$ cat config.mk
export PLATFORM = sky130hd
export DESIGN_NAME = reg_scoreboard
export DESIGN_NICKNAME = d
export VERILOG_FILES = /design/src/scoreboard_pkg.sv /design/src/toggle_set_if.sv /design/src/reg_scoreboard.sv /design/src/issue_gate.sv /design/src/init_clear_fsm.sv /design/src/toggle_memory_set.sv /design/src/toggle_memory.sv /design/src/lfsr.sv
export VERILOG_INCLUDE_DIRS = /design/src /design/src/src
export SDC_FILE = /design/constraint.sdc
export NUM_CORES = 1
export LEC_CHECK = 0
export BUFFER_PORTS_ARGS = -buffer_cell sky130_fd_sc_hd__buf_2
export CORE_MARGIN = 2
export CORE_UTILIZATION = 40
export DETAILED_ROUTE_END_ITERATION = 8
export SETUP_SLACK_MARGIN = 0.05
export SKIP_CTS_REPAIR_TIMING = 1
export SLEW_MARGIN = 0
export SYNTH_ARGS = -nofsm -noshare
export SYNTH_HDL_FRONTEND = slang
export SYNTH_SLANG_ARGS = --single-unit
$ cat constraint.sdc
create_clock -name clk -period 3 [get_ports clk]
set_input_delay 0 -clock clk [delete_from_list [all_inputs] [get_ports clk]]
set_output_delay 0 -clock clk [all_outputs]
set_load 0.01 [all_outputs]
$ cat src/scoreboard_consts.svh
// Scoreboard sizing macros: register count, writeback ports, read ports, sequencer seed
`ifndef SCOREBOARD_CONSTS_SVH
`define SCOREBOARD_CONSTS_SVH

//////////////////////////////////////////////////
// Register file size

// Physical registers tracked, register 0 included
`define SB_NUM_REGS 64

//////////////////////////////////////////////////
// Port counts

// Writeback ports, each one owns a bank
`define SB_NUM_WB 2

// Status reads per issue request (rs1, rs2, rd)
`define SB_NUM_READS 3

// First address of the clear sweep
`define SB_LFSR_SEED 1

`endif
$ cat src/scoreboard_pkg.sv
// Scoreboard types: register address, init state encoding, writeback port struct
`default_nettype none

`include "scoreboard_consts.svh"

package scoreboard_pkg;

    //////////////////////////////////////////////////
    // Register address

    // Wide enough to index every physical register
    typedef logic [$clog2(`SB_NUM_REGS)-1:0] phys_addr_t;

    //////////////////////////////////////////////////
    // Init sequence states

    typedef enum logic [1:0] {
        SB_START = 2'd0,
        SB_CLEAR = 2'd1,
        SB_READY = 2'd2
    } sb_state_t;

    // One writeback port, valid in the MSB
    typedef struct packed {
        logic       valid;
        phys_addr_t addr;
    } wb_port_t;

endpackage

`default_nettype wire

$ cat src/toggle_set_if.sv
// Toggle memory set interface: toggle, read and clear signals with gate, ctrl and mem modports
`timescale 1ns/1ns
`default_nettype none

`include "scoreboard_consts.svh"

interface toggle_set_if;

    // Entry 0 is the issue port, the rest are writebacks
    logic                       toggle      [1 + `SB_NUM_WB];
    scoreboard_pkg::phys_addr_t toggle_addr [1 + `SB_NUM_WB];

    // Read order is rs1, rs2, rd
    scoreboard_pkg::phys_addr_t read_addr [`SB_NUM_READS];
    logic                       in_use    [`SB_NUM_READS];

    // Post-reset sweep, writes zero into every bank
    logic                       clear;
    scoreboard_pkg::phys_addr_t clear_addr;

    // Issue gate side
    modport gate (output toggle, toggle_addr, read_addr, input in_use);
    // Init state machine side
    modport ctrl (output clear, clear_addr);
    // Storage side
    modport mem (input toggle, toggle_addr, read_addr, clear, clear_addr, output in_use);

endinterface

`default_nettype wire

$ cat src/reg_scoreboard.sv
// Scoreboard top level: sequencer, init state machine, issue gate and toggle memory set
`timescale 1ns/1ns
`default_nettype none

`include "scoreboard_consts.svh"

module reg_scoreboard (
    input  logic                       clk,
    input  logic                       rst,

    // Issue request, accept is same-cycle
    input  logic                       issue_valid,
    input  scoreboard_pkg::phys_addr_t issue_rs1,
    input  scoreboard_pkg::phys_addr_t issue_rs2,
    input  scoreboard_pkg::phys_addr_t issue_rd,
    output logic                       issue_accept,

    // Writebacks, never stalled
    input  logic                       wb_valid [`SB_NUM_WB],
    input  scoreboard_pkg::phys_addr_t wb_addr  [`SB_NUM_WB],

    output logic                       ready
);

    toggle_set_if tsi ();

    logic                       seq_en;
    logic                       seq_wrap;
    scoreboard_pkg::phys_addr_t seq_addr;
    scoreboard_pkg::wb_port_t   wb [`SB_NUM_WB];

    // Pack each writeback into its struct
    for (genvar w = 0; w < `SB_NUM_WB; w++) begin : g_wb_pack
        assign wb[w] = '{valid: wb_valid[w], addr: wb_addr[w]};
    end

    //////////////////////////////////////////////////
    // Post-reset clear

    lfsr u_lfsr (
        .clk   (clk),
        .rst   (rst),
        .en    (seq_en),
        .value (seq_addr),
        .wrap  (seq_wrap)
    );

    init_clear_fsm u_init_clear_fsm (
        .clk      (clk),
        .rst      (rst),
        .wrap     (seq_wrap),
        .seq_en   (seq_en),
        .ready    (ready),
        .tsi      (tsi.ctrl),
        .seq_addr (seq_addr)
    );

    //////////////////////////////////////////////////
    // Issue path and status storage

    issue_gate u_issue_gate (
        .ready        (ready),
        .issue_valid  (issue_valid),
        .issue_rs1    (issue_rs1),
        .issue_rs2    (issue_rs2),
        .issue_rd     (issue_rd),
        .wb           (wb),
        .issue_accept (issue_accept),
        .tsi          (tsi.gate)
    );

    // One bank for issue plus one per writeback
    toggle_memory_set #(
        .NUM_WRITE_PORTS (1 + `SB_NUM_WB),
        .NUM_READ_PORTS  (`SB_NUM_READS)
    ) u_toggle_memory_set (
        .clk (clk),
        .tsi (tsi.mem)
    );

endmodule

`default_nettype wire

$ cat src/issue_gate.sv
// Issue gate: operand hazard check, accept, and toggle drive for issue and writebacks
`timescale 1ns/1ns
`default_nettype none

`include "scoreboard_consts.svh"

module issue_gate (
    input  logic                       ready,
    input  logic                       issue_valid,
    input  scoreboard_pkg::phys_addr_t issue_rs1,
    input  scoreboard_pkg::phys_addr_t issue_rs2,
    input  scoreboard_pkg::phys_addr_t issue_rd,
    input  scoreboard_pkg::wb_port_t   wb [`SB_NUM_WB],
    output logic                       issue_accept,
    toggle_set_if.gate                 tsi
);

    // Read port slots
    localparam int RD_RS1 = 0;
    localparam int RD_RS2 = 1;
    localparam int RD_RD  = 2;

    logic [`SB_NUM_READS-1:0] operand_busy;

    //////////////////////////////////////////////////
    // Status reads

    always_comb begin
        tsi.read_addr[RD_RS1] = issue_rs1;
        tsi.read_addr[RD_RS2] = issue_rs2;
        tsi.read_addr[RD_RD]  = issue_rd;
    end

    // Register 0 is never tracked, treat it as free
    always_comb begin
        for (int i = 0; i < `SB_NUM_READS; i++) begin
            operand_busy[i] = tsi.in_use[i] && (tsi.read_addr[i] != '0);
        end
    end

    // Sources and destination must all be idle
    assign issue_accept = ready && issue_valid && (operand_busy == '0);

    //////////////////////////////////////////////////
    // Toggle drive

    always_comb begin
        // Port 0 marks the destination busy
        tsi.toggle[0]      = issue_accept && (issue_rd != '0);
        tsi.toggle_addr[0] = issue_rd;
        // Writebacks free their register, blocked until the sweep is done
        for (int w = 0; w < `SB_NUM_WB; w++) begin
            tsi.toggle[w+1]      = ready && wb[w].valid && (wb[w].addr != '0);
            tsi.toggle_addr[w+1] = wb[w].addr;
        end
    end

endmodule

`default_nettype wire

$ cat src/init_clear_fsm.sv
// Init state machine: post-reset clear sweep over all registers, then ready
`timescale 1ns/1ns
`default_nettype none

module init_clear_fsm (
    input  logic                       clk,
    input  logic                       rst,
    input  logic                       wrap,
    output logic                       seq_en,
    output logic                       ready,
    toggle_set_if.ctrl                 tsi,
    input  scoreboard_pkg::phys_addr_t seq_addr
);

    scoreboard_pkg::sb_state_t state;
    scoreboard_pkg::sb_state_t state_next;

    //////////////////////////////////////////////////
    // Next state

    always_comb begin
        state_next = state;
        case (state)
            // One idle cycle, sequencer sits at the seed
            scoreboard_pkg::SB_START: state_next = scoreboard_pkg::SB_CLEAR;
            // Leave once the last address has been cleared
            scoreboard_pkg::SB_CLEAR: begin
                if (wrap) begin
                    state_next = scoreboard_pkg::SB_READY;
                end
            end
            scoreboard_pkg::SB_READY: state_next = scoreboard_pkg::SB_READY;
            default: state_next = scoreboard_pkg::SB_START;
        endcase
    end

    always_ff @(posedge clk) begin
        if (rst) begin
            state <= scoreboard_pkg::SB_START;
        end else begin
            state <= state_next;
        end
    end

    //////////////////////////////////////////////////
    // Outputs

    // Sequencer steps and banks clear only during the sweep
    assign seq_en         = (state == scoreboard_pkg::SB_CLEAR);
    assign tsi.clear      = seq_en;
    assign tsi.clear_addr = seq_addr;
    assign ready          = (state == scoreboard_pkg::SB_READY);

endmodule

`default_nettype wire

$ cat src/toggle_memory_set.sv
// Toggle memory set: one bank per write port, XOR of bank reads gives in-use status
`timescale 1ns/1ns
`default_nettype none

module toggle_memory_set #(
    parameter int NUM_WRITE_PORTS = 3,
    parameter int NUM_READ_PORTS  = 3
) (
    input logic         clk,
    toggle_set_if.mem   tsi
);

    // Bank j, read port i
    logic read_data [NUM_WRITE_PORTS][NUM_READ_PORTS];
    // Combined status per read port
    logic status    [NUM_READ_PORTS];

    //////////////////////////////////////////////////
    // Banks

    // Each write port flips bits only in its own bank,
    // so all ports can update in one cycle without conflict
    for (genvar j = 0; j < NUM_WRITE_PORTS; j++) begin : g_bank
        toggle_memory #(
            .NUM_READ_PORTS (NUM_READ_PORTS)
        ) u_bank (
            .clk         (clk),
            .toggle      (tsi.toggle[j]),
            .toggle_addr (tsi.toggle_addr[j]),
            // Sweep zeroes the same address in every bank
            .clear       (tsi.clear),
            .clear_addr  (tsi.clear_addr),
            .read_addr   (tsi.read_addr),
            .read_data   (read_data[j])
        );
    end

    //////////////////////////////////////////////////
    // Status combine

    // Register is in use when an odd number of banks hold a one
    always_comb begin
        for (int i = 0; i < NUM_READ_PORTS; i++) begin
            status[i] = 1'b0;
            for (int j = 0; j < NUM_WRITE_PORTS; j++) begin
                status[i] = status[i] ^ read_data[j][i];
            end
        end
    end

    always_comb begin
        for (int i = 0; i < NUM_READ_PORTS; i++) begin
            tsi.in_use[i] = status[i];
        end
    end

endmodule

`default_nettype wire

$ cat src/toggle_memory.sv
// Single toggle bank: one bit per register, toggle port, clear port, combinational reads
`timescale 1ns/1ns
`default_nettype none

`include "scoreboard_consts.svh"

module toggle_memory #(
    parameter int NUM_READ_PORTS = 3
) (
    input  logic                       clk,

    input  logic                       toggle,
    input  scoreboard_pkg::phys_addr_t toggle_addr,

    input  logic                       clear,
    input  scoreboard_pkg::phys_addr_t clear_addr,

    input  scoreboard_pkg::phys_addr_t read_addr [NUM_READ_PORTS],
    output logic                       read_data [NUM_READ_PORTS]
);

    //////////////////////////////////////////////////
    // Storage

    // Contents are undefined until the clear sweep finishes
    logic [`SB_NUM_REGS-1:0] bits;

    always_ff @(posedge clk) begin
        if (toggle) begin
            bits[toggle_addr] <= ~bits[toggle_addr];
        end
        // Clear comes last so it wins on an address collision
        if (clear) begin
            bits[clear_addr] <= 1'b0;
        end
    end

    //////////////////////////////////////////////////
    // Read ports

    // Asynchronous reads, new value visible right after the edge
    always_comb begin
        for (int i = 0; i < NUM_READ_PORTS; i++) begin
            read_data[i] = bits[read_addr[i]];
        end
    end

endmodule

`default_nettype wire

$ cat src/lfsr.sv
// Fibonacci LFSR extended through the all-zero state, with a wrap flag at the seed
`timescale 1ns/1ns
`default_nettype none

`include "scoreboard_consts.svh"

module lfsr (
    input  logic                       clk,
    input  logic                       rst,
    input  logic                       en,
    output scoreboard_pkg::phys_addr_t value,
    output logic                       wrap
);

    localparam int WIDTH = $bits(scoreboard_pkg::phys_addr_t);
    localparam scoreboard_pkg::phys_addr_t SEED = `SB_LFSR_SEED;

    // Feedback taps for maximal-length sequences, MSB always tapped
    function automatic logic [7:0] tap_mask(input int width);
        case (width)
            3:       return 8'b0000_0110;
            4:       return 8'b0000_1100;
            5:       return 8'b0001_0100;
            7:       return 8'b0110_0000;
            8:       return 8'b1011_1000;
            default: return 8'b0011_0000;
        endcase
    endfunction

    localparam logic [WIDTH-1:0] TAPS = WIDTH'(tap_mask(WIDTH));

    scoreboard_pkg::phys_addr_t next_value;
    logic                       feedback;

    always_comb begin
        feedback = ^(value & TAPS);
        // Extra term inserts the all-zero state after 100..0
        if (value[WIDTH-2:0] == '0) begin
            feedback = ~feedback;
        end
        next_value = {value[WIDTH-2:0], feedback};
    end

    // High on the last address before the sequence repeats
    assign wrap = (next_value == SEED);

    always_ff @(posedge clk) begin
        if (rst) begin
            value <= SEED;
        end else if (en) begin
            value <= next_value;
        end
    end

endmodule

`default_nettype wire

# Yosys cells after proc, flatten, opt, wreduce, memory -nomap -nowiden
# Cells that the tools add are included.
# word_totals
register_bits	200
latchBits	0
ramBits	0
romBits	0
in_bits	35
out_inout_bits	2
elab_cells	98
n_memories	0
# classes
addsub	0
n_mul	0
n_div	0
magnitude_cmp	10
eq_ne	4
shifts	0
muxes	42
n_bitwise	14
n_reduce_logical	23
# op_table
operator	count
2-to-1 mux 64 bit	6
AND 64 bit	3
bitwise mux 64 bit	3
binary-select mux 1 bit (select 6 bit)	11
NOT 64 bit	1
< comparator 6 x 7 -> 1 bit (second input constant)	6
nonzero test 6 bit	5
demux 1 bit (select 6 bit)	4
>= comparator 6 x 1 -> 1 bit (second input constant)	4
2-to-1 mux 1 bit	16
logical AND 1 bit	14
equality test 6 x 1 -> 1 bit (second input constant)	1
case mux 2 bit (3 select lines)	1
XOR reduction 6 bit	1
bitwise XOR 1 bit	6
logical NOT 5 bit	1
NOT 1 bit	4
logical NOT 3 bit	1
equality test 2 x 1 -> 1 bit (second input constant)	1
equality test 2 bit (second input constant)	1
logical NOT 2 bit	1
2-to-1 mux 2 bit	1
inequality test 2 x 1 -> 1 bit (second input constant)	1

# Depth between registers and ports, before layout
# Gate-level depths: netlist of the first run.
# depth
depth_word	11
ltp_mapped	15
mapped_depth_nobuf	9

# Hierarchy
# From an unflattened synthesis of the first run, not the netlist that was laid out.
# hier_totals
cells_unflattened	1928
area_unflattened_um2	20195.6
# by_module_without_submodules
module	instances	cells_each	area_per_inst_um2	seq_area_each_um2
toggle_memory (u_toggle_memory_set.g_bank[0].u_bank ...)	2	588	6461.2	1921.8
toggle_memory (u_toggle_memory_set.g_bank[2].u_bank)	1	654	6354.8	1921.8
issue_gate	1	51	402.9	0.0
lfsr	1	23	244.0	120.1
init_clear_fsm	1	21	200.2	40.0
toggle_memory_set	1	3	71.3	0.0

# Worst setup path before layout of the first run
# OpenSTA, ideal clock, no wires.
# synth_path
path_kind	reg2reg
startpoint	reg u_toggle_memory_set.g_bank[2].u_bank.bits[46]
endpoint	reg u_toggle_memory_set.g_bank[0].u_bank.bits[30]
setup_time_ps	130
arrival_ps	2956
t_required_ps	2870
slack_ps	-86
stages_incl_launch_ff	13
n_path_buf	3
synth_period_minus_slack_ps	3086
cell_sequence	dfxtp_1 > mux4_2 > o32ai_1 > nor3_1 > o21a_1 > or4_1 > and4b_1 > or2_1 > buf_6 > buf_6 > buf_2 > o41ai_1 > a21oi_1
# synth_via
elab_chain_cells	10
elab_cells_between_ends	18
# synth_rtl
element	line	text
from (decl)	toggle_memory.sv:26	logic [`SB_NUM_REGS-1:0] bits;
from (signal, indexed assignment)	toggle_memory.sv:30	bits[toggle_addr] <= ~bits[toggle_addr];
binary-select mux 1 bit (select 6 bit)	toggle_memory.sv:44	read_data[i] = bits[read_addr[i]];
2-to-1 mux 1 bit (implied by the code)	toggle_memory.sv:44	
bitwise XOR 1 bit	toggle_memory_set.sv:46	status[i] = status[i] ^ read_data[j][i];
logical AND 1 bit	issue_gate.sv:37	operand_busy[i] = tsi.in_use[i] && (tsi.read_addr[i] != '0);
logical NOT 3 bit *	issue_gate.sv:42	assign issue_accept = ready && issue_valid && (operand_busy == '0);
logical AND 1 bit *	issue_gate.sv:42	
logical AND 1 bit *	issue_gate.sv:49	tsi.toggle[0] = issue_accept && (issue_rd != '0);
2-to-1 mux 64 bit *	toggle_memory.sv:29	if (toggle) begin
AND 64 bit (no source line)	--	
2-to-1 mux 64 bit *	toggle_memory.sv:33	if (clear) begin
to (signal, indexed assignment)	toggle_memory.sv:30	
to (decl)	toggle_memory.sv:26	
# Every way passes the cells marked *; elsewhere a longest branch is shown, timed or not. The select of a mux whose other input is x is not followed.
# A chain may end at the register's enable or synchronous reset.

# Final worst setup path of the first run
# layout_path
startpoint	reg u_toggle_memory_set.g_bank[2].u_bank.bits[62]
endpoint	reg u_toggle_memory_set.g_bank[0].u_bank.bits[40]
# The elaborated chain is that of the path after synthesis.

==> impl_results.md, run 1 <==
* Layout cell share with drive strength beyond 1 at 34.8%
* Critical Setup Path Class: reg -> reg
* Int Pwr at 5680 uW
* CP arrival at 3.92 ns
* TritonRoute pass-1 iters at 5
* Worst-skew pair later-pin latency at 0.49 ns
* Failing checks: negative hold slack, negative setup slack
* CTS buffer count at 17
* Vias in the first global route at 17,500
* Clock Skew at 0.0136 ns
* # port buffers at 36
* Largest area contributor in the netlist: dfxtp_1
* CTS Sinks at 200
* RSZ-0062 raised after global routing: true
* Slowest CP cell: mux4_2
* Switching part of the total at 38.6%
* Critical Path End Type: register
* Hpwl dp at 62,900 um
* Peak VDD IR at 460 uV
* Top-count cell post-synth: nor2_1
* Placed Cells at 2,781
* Number of unique standard cell types used by synthesis at 69
* Setup TNS Final at -24.07 ns
* Hold WS at -0.0182 ns
* Net Switching at 3570 uW
* Area Growth Syn to Fin at 37.6%
* Crit share post-route at 116%
* Top_reg_cell synth: dfxtp_1
* Commonest cells post-synth: nor2_1, dfxtp_1, a21oi_1
* Synthesis-stage register bit count at 200
* Largest net degree at the start of global routing at 43
* Worst R2R Path Depth at 12
* # IOs at 37
* Post-synthesis async set-or-reset flop share at 0%
* Clock-pin slew of the registers on the worst-case setup and hold paths at 0.08 ns
* Status: complete, but fails checks
* Post-route insts no fill at 2,858
* Die Area at 0.0407 mm2
* Clock Power Share at 25.6%
* Via count of the routed design at 19,500
* CTS tree: done
* Relative slew slack at 43.0%
* CORE AREA at 0.0386 mm2
* Final Hold Viols at 1
* RePlAce Congestion at 1.07
* Power share of the combinational group at 40.6%
* Final Setup Violations at 64
* Max Used Layer: met5
* Worst EP required at 3.43 ns
* Synth Instances at 1,962
* Measured slew at the worst slew-check pin at 0.851 ns
* GR Overflow Total at 0
* Die Span Y at 202 um
* Worst hold path depth at 4
* Post-synth EDFFs at 0
* Drt total wl at 85,500 um
* Final Net Count at 2,365
* HP Class: in -> reg
* Stages on the worst setup path at 12
* Cell mode on critical path: clkbuf_16
* Drc violations at 0
* Cell Chain, Critical Path: mux4_2 -> mux2i_2 -> buf_4 -> a2111oi_4 -> o21a_1 -> or4_4 -> and4b_1 -> or2_4 -> clkbuf_16 -> clkbuf_16 -> or4b_1 -> a21oi_2
* Pwr per Cell Area at 430 mW/mm2
* Sequential area share after synthesis at 25.6%
* Dpl ws at -0.592 ns
* Metal1 wirelength at 32,500 um
* Clk buf depth at 2
* Fin crit period at 3.49 ns
* Maxcap violations at 0
* Initial antenna violation count at 3
* First-pass GRT wire length at 118,000 um
* Routed len/inst at 29.9 um
* Die X at 202 um
* Setup WS post-layout at -0.490 ns
* Synthesis Warnings at 0
* Antenna Nets Post-Route at 0
* Row cnt at 72
* Setup crit start kind: register
* Ranking of synthesized cells by area: dfxtp_1, mux4_2, nor2_1, a21oi_1, mux2i_1
* CTS Root Cell: clkbuf_16
* Vias per cell at 6.81
* Max Fanout on Critical Path at 6
* Met2 WL post-DR at 34,700 um
* Power share of the sequential group at 33.7%
* Mapped cell area at 0.0156 mm2
* P_leak at 0.00803 uW
* Yosys top cell area share at 25.6%
* Max frequency at 287 MHz
* Max-slew violations at 0
* Drt initial violations at 2,779
* Met3 wire len at 12,000 um
* Synth Area per Inst at 7.97 um2
* GRT Overall Usage at 39.9%
* Initial Utilization at 40.5%
* CP bufs+invs at 3
* CTS H-Tree Depth at 4
* Worst stage delay on the critical path at 0.50 ns
* Critical path's top delay family: simple AND/OR/NAND/NOR gates
* Mapped Nets at 2,004
==> placed cells by master (no fill, tap or decap), types with 64 or more instances in the layout <==
cell type,count
o21ai_0,148
dfxtp_1,189
mux4_2,92
nand3_1,64
nor2_1,244
o22ai_1,82
a21oi_1,158
nand2_1,160
buf_4,445
mux2i_1,76
==> power by group through the flow <==
stage          logic [uW]  clock network (uW)  registers, uW
6_report             3760                2370           3120
5_1_grt              3880                2480           3140
4_1_cts              3040                2390           3100
3_5_place_dp         3030                   0           3160
3_3_place_gp         3000                   0           3150
2_1_floorplan        1660                   0           3090
==> layer usage <==
layer  global-route usage (%)  vias to the layer above
met3                     12.9                      339
met2                     56.3                     1511
met1                     52.4                     9383
li1                         -                     8219
met4                     25.2                        4
met5                        0                        -
==> worst register-to-register path: cells and delay by family (launching register included) <==
kind	cells	cell delay [ns]
DFF	1	0.36
muxes	2	0.69
buffers and inverters	3	0.52
AOI/OAI and AO/OA	3	0.40
and+or+nand+nor	4	1.47
==> cell type report <==
class / count / area (um2)
fillers: 3517 / 17100
inverters: 16 / 60.1
clock inverters: 10 / 97.6
multi-input cells: 1542 / 11400
well taps: 518 / 648
clock buffers: 20 / 457
flip-flops and latches: 200 / 4020
diodes: 6 / 15.0
repair buffers: 546 / 4780
==> worst paths after layout <==
path                                                 startpoint                                            end  slack [ns]
hold / removal                                       wb_addr[7]   u_toggle_memory_set.g_bank[1].u_bank.bits[2]       -0.02
setup reg to reg  u_toggle_memory_set.g_bank[2].u_bank.bits[62]  u_toggle_memory_set.g_bank[0].u_bank.bits[40]       -0.49
setup / recovery  u_toggle_memory_set.g_bank[2].u_bank.bits[62]  u_toggle_memory_set.g_bank[0].u_bank.bits[40]       -0.49
hold reg to reg   u_toggle_memory_set.g_bank[2].u_bank.bits[40]  u_toggle_memory_set.g_bank[2].u_bank.bits[40]        0.50
==> metrics by stage <==
stage,area [um2],power (uW),utilization (%)
global route,21500,9490,55.6
floorplan,15800,4760,-
finish,21500,9260,55.7
global placement,19600,6150,50.8
detailed placement,19600,6190,50.8
CTS,20200,8530,52.3
==> state kept, by name, indices dropped and copies added (netlist names) <==
name                                    count
u_lfsr.value                                6
u_init_clear_fsm.state                      2
u_toggle_memory_set.g_bank.u_bank.bits    192
==> cell families (layout without fill, tap and decap cells) <==
group                      count (synthesis)  after routing  synth area share (%)
buffers and inverters                    220            592                  6.31
DFF                                      200            200                  25.6
and+or+nand+nor                          758            758                  24.4
adders and majority gates                  7              7                 0.560
muxes                                    194            194                  20.1
AOI/OAI and AO/OA                        581            581                  22.8
xor gates and xnor gates                   2              2                 0.112
other                                      0              6                     0
(Power assumes the default switching activity.)
==> run 2, diff against run 1 <==
--- a/config.mk
+++ b/config.mk
@@ -9,8 +9,9 @@
 export BUFFER_PORTS_ARGS = -buffer_cell sky130_fd_sc_hd__buf_2
 export CORE_MARGIN = 2
 export CORE_UTILIZATION = 40
+export CTS_CLUSTER_DIAMETER = 60
 export DETAILED_ROUTE_END_ITERATION = 8
-export SETUP_SLACK_MARGIN = 0.05
+export SETUP_SLACK_MARGIN = 0.15
 export SKIP_CTS_REPAIR_TIMING = 1
 export SLEW_MARGIN = 0
 export SYNTH_ARGS = -nofsm -noshare
==> constraint.sdc (replaced) <==
create_clock -name clk -period 3 [get_ports clk]
set_input_delay 0 -clock clk [delete_from_list [all_inputs] [get_ports clk]]
set_output_delay 0 -clock clk [all_outputs]
set_load 0.02 [all_outputs]
==> impl_results.md, run 2 (synthesis gave the netlist of run 1 again) <==
* Top reg by flops: u_toggle_memory_set.g_bank.u_bank.bits (unchanged)
* Critical path's top delay family: simple AND/OR/NAND/NOR gates (unchanged)
* Worst stage delay on the critical path at 0.53 ns (was 0.50 ns)
* GR Overflow Total at 0 (unchanged)
* Critical Path End Type: primary output (was register)
* Fin crit period at 3.60 ns (was 3.49 ns)
* # IOs at 37 (unchanged)
* Hold WS at -0.0444 ns (was -0.0182 ns)
* Initial antenna violation count at 6 (was 3)
* Failing checks: negative hold slack, negative setup slack (unchanged)
* Area Growth Syn to Fin at 32.1% (was 37.6%)
* Setup WS post-layout at -0.595 ns (was -0.490 ns)
* Critical Setup Path Class: reg -> out (was reg -> reg)
* Worst EP required at 3.00 ns (was 3.43 ns)
* Max-slew violations at 0 (unchanged)
* CORE AREA at 0.0386 mm2 (unchanged)
* Die Span Y at 202 um (unchanged)
* Drc violations at 0 (unchanged)
* Measured slew at the worst slew-check pin at 1.19 ns (was 0.851 ns)
* Vias in the first global route at 17,400 (was 17,500)
* Max Fanout on Critical Path at 5 (was 6)
* Largest net degree at the start of global routing at 64 (was 43)
* Reg-to-Reg Start: u_toggle_memory_set.g_bank[2].u_bank.bits[60] (was u_toggle_memory_set.g_bank[2].u_bank.bits[62])
* CTS Root Cell: clkbuf_16 (unchanged)
* # port buffers at 36 (unchanged)
* Startpoint of the worst hold path: wb_addr[7] (unchanged)
* Pwr per Cell Area at 443 mW/mm2 (was 430 mW/mm2)
* Crit share post-route at 120% (was 116%)
* Die Area at 0.0407 mm2 (unchanged)
* Status: complete, but fails checks (unchanged)
* Row cnt at 72 (unchanged)
* Setup crit start kind: register (unchanged)
* Final Net Count at 2,311 (was 2,365)
* Hpwl dp at 61,600 um (was 62,900 um)
* Clock-pin slew of the registers on the worst-case setup and hold paths at 0.08 ns (about the same)
* Dpl ws at -0.665 ns (was -0.592 ns)
* CP arrival at 3.60 ns (was 3.92 ns)
* Most frequent cells in the layout: buf_4, nor2_1, dfxtp_1 (unchanged)
* CTS H-Tree Depth at 4 (unchanged)
* Crit path launch: u_toggle_memory_set.g_bank[2].u_bank.bits[60] (was u_toggle_memory_set.g_bank[2].u_bank.bits[62])
* Max reg flops at 192 (unchanged)
* Slowest CP cell: or4_4 (was mux4_2)
* Max frequency at 278 MHz (was 287 MHz)
* GRT Overall Usage at 40.2% (was 39.9%)
* HP Class: in -> reg (unchanged)
* Multi-input gate area at 0.0113 mm2 (was 0.0114 mm2)
* CTS tree: done (unchanged)
* CP bufs+invs at 3 (unchanged)
* Register area at 0.00402 mm2 (about the same)
* Antenna Nets Post-Route at 0 (unchanged)
* Clock Skew at 0.0149 ns (was 0.0136 ns)
* Cell mode on critical path: buf_4 (was clkbuf_16)
* CTS buffer count at 17 (unchanged)
* Relative slew slack at 20.8% (was 43.0%)
* Fillers at 3,642 (was 3,517)
* Routed len/inst at 30.0 um (was 29.9 um)
* RePlAce Congestion at 1.07 (about the same)
* Final Setup Violations at 64 (unchanged)
* Commonest non-fill, non-tap cell in the layout: buf_4 (unchanged)
* First-pass GRT wire length at 119,000 um (was 118,000 um)
* Die X at 202 um (unchanged)
* RSZ-0062 raised after global routing: true (unchanged)
* P_leak at 0.00763 uW (was 0.00803 uW)
* TritonRoute pass-1 iters at 6 (was 5)
* Drt total wl at 84,200 um (was 85,500 um)
* Layout cell share with drive strength beyond 1 at 32.7% (was 34.8%)
* Initial Utilization at 40.5% (unchanged)
* Vias per cell at 6.84 (was 6.81)
* Worst-skew pair later-pin latency at 0.51 ns (was 0.49 ns)
* Power, Total at 9160 uW (was 9260 uW)
* Maxcap violations at 0 (unchanged)
* Largest registers: u_toggle_memory_set.g_bank.u_bank.bits: 192 flops, u_lfsr.value: 6 flops, u_init_clear_fsm.state: 2 flops (unchanged)
* Cell Chain, Critical Path: mux4_2 -> mux2i_4 -> a2111oi_4 -> o21a_1 -> or4_4 -> and4b_1 -> or2_4 -> buf_12 -> buf_4 -> nor4_4 -> buf_4 (was mux4_2 -> mux2i_2 -> buf_4 -> a2111oi_4 -> o21a_1 -> or4_4 -> and4b_1 -> or2_4 -> clkbuf_16 -> clkbuf_16 -> or4b_1 -> a21oi_2)
* Via count of the routed design at 19,200 (was 19,500)
* Drt initial violations at 2,722 (was 2,779)
* Clk buf depth at 2 (unchanged)
* CTS Sinks at 200 (unchanged)
* Peak VDD IR at 456 uV (was 460 uV)
* Final Hold Viols at 2 (was 1)
run 2: metrics by stage:
| stage | setup TNS [ns] | instances | utilization (%) | hold WS [ns] | cell area, um2 |
|---|---|---|---|---|---|
| final | -29.75 | 2805 | 53.5 | -0.0444 | 20700 |
| after global routing | -30.68 | 2800 | 53.4 | 0.00569 | 20600 |
| after CTS | -22.17 | 2771 | 51.3 | -0.255 | 19800 |
| after detailed placement | -36.39 | 2739 | 49.8 | 0.284 | 19200 |
| after floorplan | 0 | 1962 | - | 0.233 | 15900 |
| after global placement | -34.78 | 2739 | 49.8 | 0.271 | 19200 |
run 2: worst paths after layout:
check	slack (ns)	end	depth (start not counted)
worst max-delay path	-0.60	issue_accept	11
worst min-delay path	-0.04	u_toggle_memory_set.g_bank[1].u_bank.bits[2]	4
worst max register to register	-0.58	u_toggle_memory_set.g_bank[0].u_bank.bits[18]	12
worst min register to register	0.49	u_toggle_memory_set.g_bank[0].u_bank.bits[20]	2
run 2: power breakdown:
| group | switching, uW | internal [uW] | total (uW) | leakage (uW) |
|---|---|---|---|---|
| sequential | 257 | 2880 | 3140 | 0.00162 |
| combinational | 2030 | 1490 | 3520 | 0.00573 |
| clock | 1230 | 1280 | 2510 | 0.000278 |
run 2: worst register-to-register path: cells and delay by family, from the launching register on:
kind | cells | cell delay [ns]
compound gates | 3 | 0.48
buf+inv | 3 | 0.38
flops | 1 | 0.36
mux | 2 | 0.77
simple gates | 4 | 1.53
run 2: cell type report:
type | count | area share [%]
inverter | 16 | 0.291
clock inverter | 9 | 0.557
antenna | 5 | 0.0606
multi-input combinational | 1542 | 54.6
timing repair buffer | 492 | 19.7
tap | 518 | 3.14
clock buffer | 23 | 2.26
sequential | 200 | 19.4
run 2: routing by layer:
layer	wire length, um	up-vias	global-route usage [%]
met5	77	-	0
met4	6080	12	25.1
met3	11900	333	14.5
met2	34100	1488	55.1
met1	32100	9250	53.2
li1	-	8110	-
